[config.mk]
export PLATFORM = sky130hd
export DESIGN_NAME = pit_top
export DESIGN_NICKNAME = d
export VERILOG_FILES = /design/src/verilog/pit_reg_pkg.sv /design/src/verilog/pit_cnt_pkg.sv /design/src/verilog/pit_digit_counter.sv /design/src/verilog/pit_channel.sv /design/src/verilog/pit_regs.sv /design/src/verilog/pit_top.sv
export VERILOG_INCLUDE_DIRS = /design/src /design/src/verilog
export SDC_FILE = /design/constraint.sdc
export NUM_CORES = 1
export LEC_CHECK = 0
export BUFFER_PORTS_ARGS = -buffer_cell sky130_fd_sc_hd__buf_2
export CAP_MARGIN = 20
export CORE_MARGIN = 2
export CORE_UTILIZATION = 40
export CTS_CLUSTER_SIZE = 20
export DETAILED_ROUTE_END_ITERATION = 16
export GPL_TIMING_DRIVEN = 0
export PLACE_DENSITY_LB_ADDON = 0.12
export SETUP_SLACK_MARGIN = 0.4
export SYNTH_ARGS = -nofsm -noshare
export SYNTH_HDL_FRONTEND = slang
export SYNTH_SLANG_ARGS = --single-unit
[constraint.sdc]
create_clock -name clk_i -period 3.55 [get_ports clk_i]
set_clock_uncertainty 0.05 [all_clocks]
set_input_delay 0.71 -clock clk_i [delete_from_list [all_inputs] [get_ports clk_i]]
set_output_delay 0.71 -clock clk_i [all_outputs]
set_load 0.05 [all_outputs]
[src/verilog/pit_defines.svh]
`ifndef PIT_DEFINES_SVH
`define PIT_DEFINES_SVH

// ============================================================
// timer geometry
// ============================================================

// number of timer channels
`define PIT_NUM_CH 3

// bus word and counter width
`define PIT_DATA_W 32

// 4-bit digits per counter, digits * 4 equals data width
`define PIT_DIGITS 8

// byte address, bits 5:4 pick the channel, bits 3:2 the register
`define PIT_ADR_W 6

`endif

[src/verilog/pit_reg_pkg.sv]
`include "pit_defines.svh"

package pit_reg_pkg;

	// register index, address bits 3:2
	typedef enum logic [1:0] {
		COUNT  = 2'd0,
		MAXCNT = 2'd1,
		ONTIME = 2'd2,
		CTRL   = 2'd3
	} pit_reg_e;

	// one channel's lane of the control register
	typedef struct packed {
		logic pad;
		logic up;
		logic bcd;
		logic gate_en;
		logic ext_clk;
		logic auto_rld;
		logic en;
		logic load;
	} pit_ctrl_byte_s;

	// bus word, raw value or four control lanes (lane 3 unused)
	typedef union packed {
		logic [`PIT_DATA_W-1:0] raw;
		pit_ctrl_byte_s [3:0] lanes;
	} pit_word_u;

	// slave bus request as seen by the register block
	typedef struct packed {
		logic cs;
		logic cyc;
		logic stb;
		logic we;
		logic [`PIT_DATA_W/8-1:0] sel;
		logic [`PIT_ADR_W-1:0] adr;
		logic [`PIT_DATA_W-1:0] dat;
	} pit_bus_req_s;

endpackage

[src/verilog/pit_cnt_pkg.sv]
`include "pit_defines.svh"

package pit_cnt_pkg;

	// per channel configuration, static bits plus the load pulse
	typedef struct packed {
		logic en;
		logic auto_rld;
		logic ext_clk;
		logic gate_en;
		logic bcd;
		logic up;
		// one cycle wide, set by a control write
		logic load;
	} pit_ch_cfg_s;

	// per channel limits
	typedef struct packed {
		logic [`PIT_DATA_W-1:0] maxcnt;
		logic [`PIT_DATA_W-1:0] ontime;
	} pit_ch_lim_s;

endpackage

[src/verilog/pit_digit_counter.sv]
`timescale 1ns/1ps
`include "pit_defines.svh"

module pit_digit_counter #(
	parameter int NUM_DIGITS = `PIT_DIGITS
) (
	input  logic clk_i,
	input  logic rst_i,
	input  logic step_i,
	input  logic load_i,
	input  logic up_i,
	input  logic bcd_i,
	input  logic [NUM_DIGITS*4-1:0] load_val_i,
	output logic [NUM_DIGITS*4-1:0] count_o
);

	logic [NUM_DIGITS-1:0][3:0] dig_q;
	logic [NUM_DIGITS-1:0][3:0] dig_d;
	// digit sits at its wrap value for the current direction
	logic [NUM_DIGITS-1:0] at_wrap;
	// digit is allowed to advance this cycle
	logic [NUM_DIGITS-1:0] carry;
	logic [3:0] top_dig;

	// largest digit value, 9 in bcd and F in binary
	assign top_dig = bcd_i ? 4'd9 : 4'hf;

	always_comb begin
		for (int d = 0; d < NUM_DIGITS; d++) begin
			at_wrap[d] = up_i ? (dig_q[d] == top_dig) : (dig_q[d] == 4'd0);
			// ripple enable through the digit chain
			if (d == 0)
				carry[d] = step_i;
			else
				carry[d] = carry[d-1] & at_wrap[d-1];

			if (!carry[d])
				dig_d[d] = dig_q[d];
			else if (at_wrap[d])
				dig_d[d] = up_i ? 4'd0 : top_dig;
			else if (up_i)
				dig_d[d] = dig_q[d] + 4'd1;
			else
				dig_d[d] = dig_q[d] - 4'd1;
		end
	end

	// load beats step
	always_ff @(posedge clk_i) begin
		if (rst_i)
			dig_q <= '0;
		else if (load_i)
			dig_q <= load_val_i;
		else
			dig_q <= dig_d;
	end

	assign count_o = dig_q;

endmodule

[src/verilog/pit_channel.sv]
`timescale 1ns/1ps
`include "pit_defines.svh"

module pit_channel (
	input  logic clk_i,
	input  logic rst_i,
	input  pit_cnt_pkg::pit_ch_cfg_s cfg_i,
	input  pit_cnt_pkg::pit_ch_lim_s lim_i,
	input  logic ext_clk_i,
	input  logic gate_i,
	output logic [`PIT_DATA_W-1:0] count_o,
	output logic stop_o,
	output logic out_o
);

	// [0] is the sampled input, [1] the sample before it
	logic [1:0] ext_q;
	logic ext_rise;
	logic cnt_en;
	logic at_ontime;
	logic at_tc;
	logic reload;
	logic ctr_load;
	logic ctr_step;
	logic [`PIT_DATA_W-1:0] reload_val;

	// ============================================================
	// count enable
	// ============================================================

	// external count input sampled in the clk_i domain
	always_ff @(posedge clk_i) begin
		if (rst_i)
			ext_q <= 2'b00;
		else
			ext_q <= {ext_q[0], ext_clk_i};
	end

	// one cycle pulse per rising edge
	assign ext_rise = ext_q[0] & ~ext_q[1];

	assign cnt_en = cfg_i.en
		& (cfg_i.ext_clk ? ext_rise : 1'b1)
		& (cfg_i.gate_en ? gate_i : 1'b1);

	// ============================================================
	// compare and terminal count
	// ============================================================
	assign at_ontime = count_o == lim_i.ontime;
	// terminal is maxcnt going up, zero going down
	assign at_tc = cfg_i.up ? (count_o == lim_i.maxcnt) : (count_o == '0);

	// the load pulse freezes everything else
	assign reload = ~cfg_i.load & cnt_en & at_tc & cfg_i.auto_rld;
	assign ctr_load = cfg_i.load | reload;
	// one-shot still takes the step past terminal count
	assign ctr_step = ~cfg_i.load & cnt_en & ~reload;
	assign stop_o = ~cfg_i.load & cnt_en & at_tc & ~cfg_i.auto_rld;

	// up counters restart from zero, down counters from the maximum
	assign reload_val = cfg_i.up ? '0 : lim_i.maxcnt;

	pit_digit_counter #(
		.NUM_DIGITS(`PIT_DIGITS)
	) i_ctr (
		.clk_i(clk_i),
		.rst_i(rst_i),
		.step_i(ctr_step),
		.load_i(ctr_load),
		.up_i(cfg_i.up),
		.bcd_i(cfg_i.bcd),
		.load_val_i(reload_val),
		.count_o(count_o)
	);

	// ============================================================
	// output pin
	// ============================================================

	// active level is the inverse of up, terminal count overrides on-time
	always_ff @(posedge clk_i) begin
		if (rst_i)
			out_o <= 1'b0;
		else if (!cfg_i.load && cnt_en) begin
			if (at_tc)
				out_o <= cfg_i.up;
			else if (at_ontime)
				out_o <= ~cfg_i.up;
		end
	end

endmodule

[src/verilog/pit_regs.sv]
`timescale 1ns/1ps
`include "pit_defines.svh"

module pit_regs (
	input  logic clk_i,
	input  logic rst_i,
	input  pit_reg_pkg::pit_bus_req_s req_i,
	output logic ack_o,
	output logic [`PIT_DATA_W-1:0] dat_o,
	input  logic [`PIT_NUM_CH-1:0][`PIT_DATA_W-1:0] count_i,
	input  logic [`PIT_NUM_CH-1:0] stop_i,
	output pit_cnt_pkg::pit_ch_cfg_s [`PIT_NUM_CH-1:0] cfg_o,
	output pit_cnt_pkg::pit_ch_lim_s [`PIT_NUM_CH-1:0] lim_o
);

	logic valid;
	logic wr;
	logic rd_start;
	logic rd_ack_q;
	logic [1:0] ch;
	logic ch_ok;
	pit_reg_pkg::pit_reg_e reg_idx;
	pit_reg_pkg::pit_word_u wr_word;
	pit_reg_pkg::pit_word_u rd_word;
	pit_reg_pkg::pit_ctrl_byte_s [`PIT_NUM_CH-1:0] ctrl_q;
	logic [`PIT_NUM_CH-1:0][`PIT_DATA_W-1:0] max_q;
	logic [`PIT_NUM_CH-1:0][`PIT_DATA_W-1:0] ont_q;

	// ============================================================
	// bus decode and acknowledge
	// ============================================================
	assign valid = req_i.cs & req_i.cyc & req_i.stb;
	assign wr = valid & req_i.we;
	// first cycle of a read, the one that samples dat_o
	assign rd_start = valid & ~req_i.we & ~rd_ack_q;
	assign ch = req_i.adr[5:4];
	assign ch_ok = ch < 2'(`PIT_NUM_CH);
	assign reg_idx = pit_reg_pkg::pit_reg_e'(req_i.adr[3:2]);
	assign wr_word.raw = req_i.dat;

	// read ack follows one cycle after the sample
	always_ff @(posedge clk_i) begin
		if (rst_i)
			rd_ack_q <= 1'b0;
		else
			rd_ack_q <= rd_start;
	end

	// writes ack at once, reads once the word is in dat_o
	assign ack_o = valid & (req_i.we | rd_ack_q);

	// ============================================================
	// register storage
	// ============================================================
	always_ff @(posedge clk_i) begin
		if (rst_i) begin
			max_q <= '0;
			ont_q <= '0;
			for (int i = 0; i < `PIT_NUM_CH; i++) begin
				ctrl_q[i] <= '0;
				// channels come out of reset in auto-reload mode
				ctrl_q[i].auto_rld <= 1'b1;
			end
		end else begin
			for (int i = 0; i < `PIT_NUM_CH; i++) begin
				// load is a pulse, drop it unless rewritten below
				ctrl_q[i].load <= 1'b0;
				// one-shot reached terminal count
				if (stop_i[i])
					ctrl_q[i].en <= 1'b0;
				if (wr && ch == 2'(i)) begin
					if (reg_idx == pit_reg_pkg::MAXCNT)
						max_q[i] <= wr_word.raw;
					if (reg_idx == pit_reg_pkg::ONTIME)
						ont_q[i] <= wr_word.raw;
				end
				// control lanes are shared, any channel address reaches them
				// a write in the same cycle as stop wins
				if (wr && reg_idx == pit_reg_pkg::CTRL && req_i.sel[i])
					ctrl_q[i] <= wr_word.lanes[i];
			end
		end
	end

	// ============================================================
	// read path
	// ============================================================
	always_comb begin
		rd_word.raw = '0;
		case (reg_idx)
			pit_reg_pkg::COUNT:
				if (ch_ok)
					rd_word.raw = count_i[ch];
			pit_reg_pkg::MAXCNT:
				if (ch_ok)
					rd_word.raw = max_q[ch];
			pit_reg_pkg::ONTIME:
				if (ch_ok)
					rd_word.raw = ont_q[ch];
			default: begin
				for (int i = 0; i < `PIT_NUM_CH; i++) begin
					rd_word.lanes[i] = ctrl_q[i];
					// load and pad always read back as zero
					rd_word.lanes[i].load = 1'b0;
					rd_word.lanes[i].pad = 1'b0;
				end
			end
		endcase
	end

	// read data holds until the next read
	always_ff @(posedge clk_i) begin
		if (rd_start)
			dat_o <= rd_word.raw;
	end

	// ============================================================
	// channel outputs
	// ============================================================
	always_comb begin
		for (int i = 0; i < `PIT_NUM_CH; i++) begin
			cfg_o[i].en = ctrl_q[i].en;
			cfg_o[i].auto_rld = ctrl_q[i].auto_rld;
			cfg_o[i].ext_clk = ctrl_q[i].ext_clk;
			cfg_o[i].gate_en = ctrl_q[i].gate_en;
			cfg_o[i].bcd = ctrl_q[i].bcd;
			cfg_o[i].up = ctrl_q[i].up;
			cfg_o[i].load = ctrl_q[i].load;
			lim_o[i].maxcnt = max_q[i];
			lim_o[i].ontime = ont_q[i];
		end
	end

endmodule

[src/verilog/pit_top.sv]
`timescale 1ns/1ps
`include "pit_defines.svh"

module pit_top (
	input  logic clk_i,
	input  logic rst_i,
	input  logic cs_i,
	input  logic cyc_i,
	input  logic stb_i,
	input  logic we_i,
	input  logic [`PIT_DATA_W/8-1:0] sel_i,
	input  logic [`PIT_ADR_W-1:0] adr_i,
	input  logic [`PIT_DATA_W-1:0] dat_i,
	output logic ack_o,
	output logic [`PIT_DATA_W-1:0] dat_o,
	input  logic [`PIT_NUM_CH-1:0] ext_clk_i,
	input  logic [`PIT_NUM_CH-1:0] gate_i,
	output logic [`PIT_NUM_CH-1:0] out_o
);

	pit_reg_pkg::pit_bus_req_s bus_req;
	pit_cnt_pkg::pit_ch_cfg_s [`PIT_NUM_CH-1:0] ch_cfg;
	pit_cnt_pkg::pit_ch_lim_s [`PIT_NUM_CH-1:0] ch_lim;
	logic [`PIT_NUM_CH-1:0][`PIT_DATA_W-1:0] ch_count;
	logic [`PIT_NUM_CH-1:0] ch_stop;

	// bus pins into one request word
	assign bus_req = '{cs: cs_i, cyc: cyc_i, stb: stb_i, we: we_i,
		sel: sel_i, adr: adr_i, dat: dat_i};

	pit_regs i_regs (
		.clk_i(clk_i),
		.rst_i(rst_i),
		.req_i(bus_req),
		.ack_o(ack_o),
		.dat_o(dat_o),
		.count_i(ch_count),
		.stop_i(ch_stop),
		.cfg_o(ch_cfg),
		.lim_o(ch_lim)
	);

	// one channel per pin
	for (genvar g = 0; g < `PIT_NUM_CH; g++) begin : g_ch
		pit_channel i_ch (
			.clk_i(clk_i),
			.rst_i(rst_i),
			.cfg_i(ch_cfg[g]),
			.lim_i(ch_lim[g]),
			.ext_clk_i(ext_clk_i[g]),
			.gate_i(gate_i[g]),
			.count_o(ch_count[g]),
			.stop_o(ch_stop[g]),
			.out_o(out_o[g])
		);
	end

endmodule

==> results.py <==
metrics = {
    "setup_path": {
        "cpMaxStageDelayCell": "clkbuf_1",
        "cp.arrival_ns": 3.61,
        "cp_max_fo": 10,
        "cp_cell_sequence": "buf_2 > clkbuf_1 > clkbuf_1 > clkbuf_1 > a21oi_1",
        "critPathLaunchType": "input pin",
        "path_class": "in2reg",
        "max_stage_delay_ns": 0.99,
        "crit_top_cell": "clkbuf_1",
        "endpoint_kind": "flip-flop",
        "crit_required_ns": 3.90,
    },
    "synth": {
        "async_flop_share_pct": 0,
        "ys_warn_count": 0,
        "ys_ff_latch": 351,
        "synth.avg_cell_area_sq_um": 7.88,
        "synthTopCellsByCount": "nand2_1 (570), dfxtp_1 (319), a21oi_1 (306)",
        "synth_edf_count": 32,
        "synth_top_area_share_pct": 28.7,
        "ys_seq_area_share_pct": 33.0,
        "post-synth-top-count-cell": "nand2_1",
        "synth_cell_types": 82,
        "syn_area_sq_um": 22300,
        "postSynthCellCount": 2828,
        "synthFlopType": "dfxtp_1",
        "synth_top_area_cell": "dfxtp_1",
        "synth_nets": 2954,
        "ys_top_cells_by_area": "dfxtp_1 (29%), nand2_1 (9.6%), a21oi_1 (6.9%)",
    },
    "timing": {
        "whs_ns": 0.271,
        "finalCriticalPeriod_ns": 3.27,
        "rsz0062_at_grt": "yes",
        "fmax_mhz": 306,
        "slew_violations": 0,
        "fin_crit_sh_pct": 92.0,
        "slew_headroom_pct": 16.7,
        "hold_violations": 0,
        "tightestPinTransition_ns": 1.25,
        "setup_viol_count_final": 0,
    },
    "power_and_ir_drop": {
        "ir_drop_mv": 0.355,
        "power_density_nw_per_um2": 361,
        "leakage_uw": 0.00974,
    },
    "drt": {
        "first_pass_iters": 5,
        "ant_nets": 0,
        "drt-total-wl_um": 107000,
        "vias": 22702,
        "viasPerCell": 6.01,
        "first_iter_violations": 2654,
        "drc": 0,
        "wire_per_inst_um": 28.4,
    },
    "die": {
        "ioPinCount": 90,
        "die_y_um": 240,
        "initial_core_util_pct": 40.4,
        "die_area_sq_um": 57600,
        "chipWidth_um": 240,
        "rows": 86,
        "core_sq_um": 55100,
    },
    "placement": {
        "placement.io_buffers": 85,
        "dp_cells": 3666,
        "place_congestion": 1.05,
        "place_area_sq_um": 23700,
        "dp_hpwl_um": 84700,
    },
    "global_routing": {
        "grt_pass1_wl_um": 151000,
        "overflow": 0,
        "antenna_found_initial": 2,
        "track_usage_pct": 36.7,
        "grt_pass1_vias": 21275,
        "grt_max_degree": 34,
    },
    "clock_tree": {
        "cts_buffer_depth": 3,
        "cts_buffers": 45,
        "worstSkewPairLatency_ns": 0.60,
        "clock-sinks": 351,
        "htreeDepth": 2,
        "tritoncts": "done",
        "clk_pin_slew_worst_paths_ns": 0.06,
        "hold_buffers": 0,
        "root_buffer": "clkbuf_16",
    },
    "finish": {
        "diodes": 0,
        "area.growth.synth_to_final_pct": 17.4,
        "fillerInstances": 5559,
        "drive_gt1_share_pct": 13.9,
        "stdcell_area_sq_um": 26200,
        "num-nets-final": 3118,
        "stdcell_count": 3775,
    },
    "flow_run": {
        "maxCapViolCount": 0,
    },
    "hold_path": {
        "hp-class": "in2reg",
    },
    "status": {
        "status": "finished clean",
    },
}
## routing by layer
| layer | vias up | global-route usage (%) | part of all wire (%) |
|---|---|---|---|
| li1 | 10157 | - | - |
| met1 | 11073 | 46.7 | 40 |
| met2 | 1198 | 58.3 | 45 |
| met3 | 274 | 6.39 | 8.4 |
| met4 | 0 | 21.6 | 6.8 |
| met5 | - | 0 | 0 |
## worst paths after layout
check	startpoint	end	slack, ns	cells after the start
worst max-delay path	rst_i	i_regs.cfg_o[1]	0.28	5
worst min-delay path	ext_clk_i[2]	g_ch[2].i_ch.ext_q[0]	0.27	2
worst max register to register	i_regs.cfg_o[16]	g_ch[2].i_ch.i_ctr.count_o[30]	0.44	11
worst min register to register	g_ch[1].i_ch.ext_q[0]	g_ch[1].i_ch.ext_q[1]	0.42	1
## registers in the layout, indices dropped and copies added (netlist names)
register	count
i_regs.lim_o	192
g_ch.i_ch.i_ctr.count_o	96
i_regs.dat_o	32
i_regs.cfg_o	21
g_ch.i_ch.ext_q	6
g_ch.i_ch.out_o	3
i_regs.rd_ack_q	1
## logic make-up (layout without fill, tap and decap cells)
kind of cell	after synthesis	in the layout	synth area share, %
DFF	351	351	33.0
xor gates and xnor gates	260	260	10.2
muxes	150	150	7.78
buffers and inverters	287	486	5.06
AOI/OAI and AO/OA	649	649	17.4
adders and majority gates	72	72	4.85
and+or+nand+nor	1059	1059	21.7
## critical path, delay by kind of cell
family	cells	cell delay, ns
buffers and inverters	4	2.69
AOI/OAI and AO/OA	1	0.19
## cell type report
cell class              count  area [sq um]  share of cell area, %
plain buffers             273          1400                   5.35
multi-input cells        2190         14200                   54.3
repair buffers            117           736                   2.81
flip-flops and latches    351          7360                   28.1
inverters                  14          53.8                  0.206
well taps                 748           936                   3.58
clock inverters            21           203                  0.775
clock buffers              61          1270                   4.85
## power by group
group / total (uW) / internal (uW) / leakage [uW] / switching [uW]
Combinational: 721 / 201 / 0.00613 / 519
Clock: 4700 / 2720 / 0.000717 / 1980
Sequential: 4030 / 4010 / 0.00289 / 17.3
Total: 9450 / 6940 / 0.00974 / 2510
## cell usage in the layout (no fill, tap or decap), types with 32 or more instances in the layout
| master | Yosys | final |
|---|---|---|
| o21ai_0 | 108 | 106 |
| clkbuf_16 | 0 | 47 |
| nand3_1 | 86 | 86 |
| buf_4 | 4 | 41 |
| xor2_1 | 93 | 93 |
| buf_2 | 16 | 100 |
| xnor2_1 | 167 | 167 |
| clkbuf_2 | 0 | 61 |
| nand4_1 | 34 | 34 |
| nand2_1 | 570 | 570 |
| ha_1 | 48 | 48 |
| a21oi_1 | 306 | 302 |
| edfxtp_1 | 32 | 32 |
| nor2_1 | 149 | 146 |
| clkbuf_1 | 231 | 148 |
| mux2i_1 | 126 | 126 |
| dfxtp_1 | 319 | 314 |
## metrics by stage
stage / power (uW) / utilization, % / setup WS (ns) / setup TNS, ns
2_1_floorplan: 4460 / - / 0.400 / 0
3_3_place_gp: 4770 / 42.9 / -0.674 / -61.27
3_5_place_dp: 4780 / 43.1 / -0.715 / -51.95
4_1_cts: 9430 / 46.9 / 0.399 / 0
5_1_grt: 9630 / 47.5 / 0.342 / 0
6_report: 9450 / 47.5 / 0.284 / 0
## repair_timing
action	in CTS	in global routing
buffers inserted	17	9
gates resized for setup	145	149
pin swaps	12	13
endpoints found under the setup margin	149	134
No activity file was read; power rests on OpenSTA's default activity.
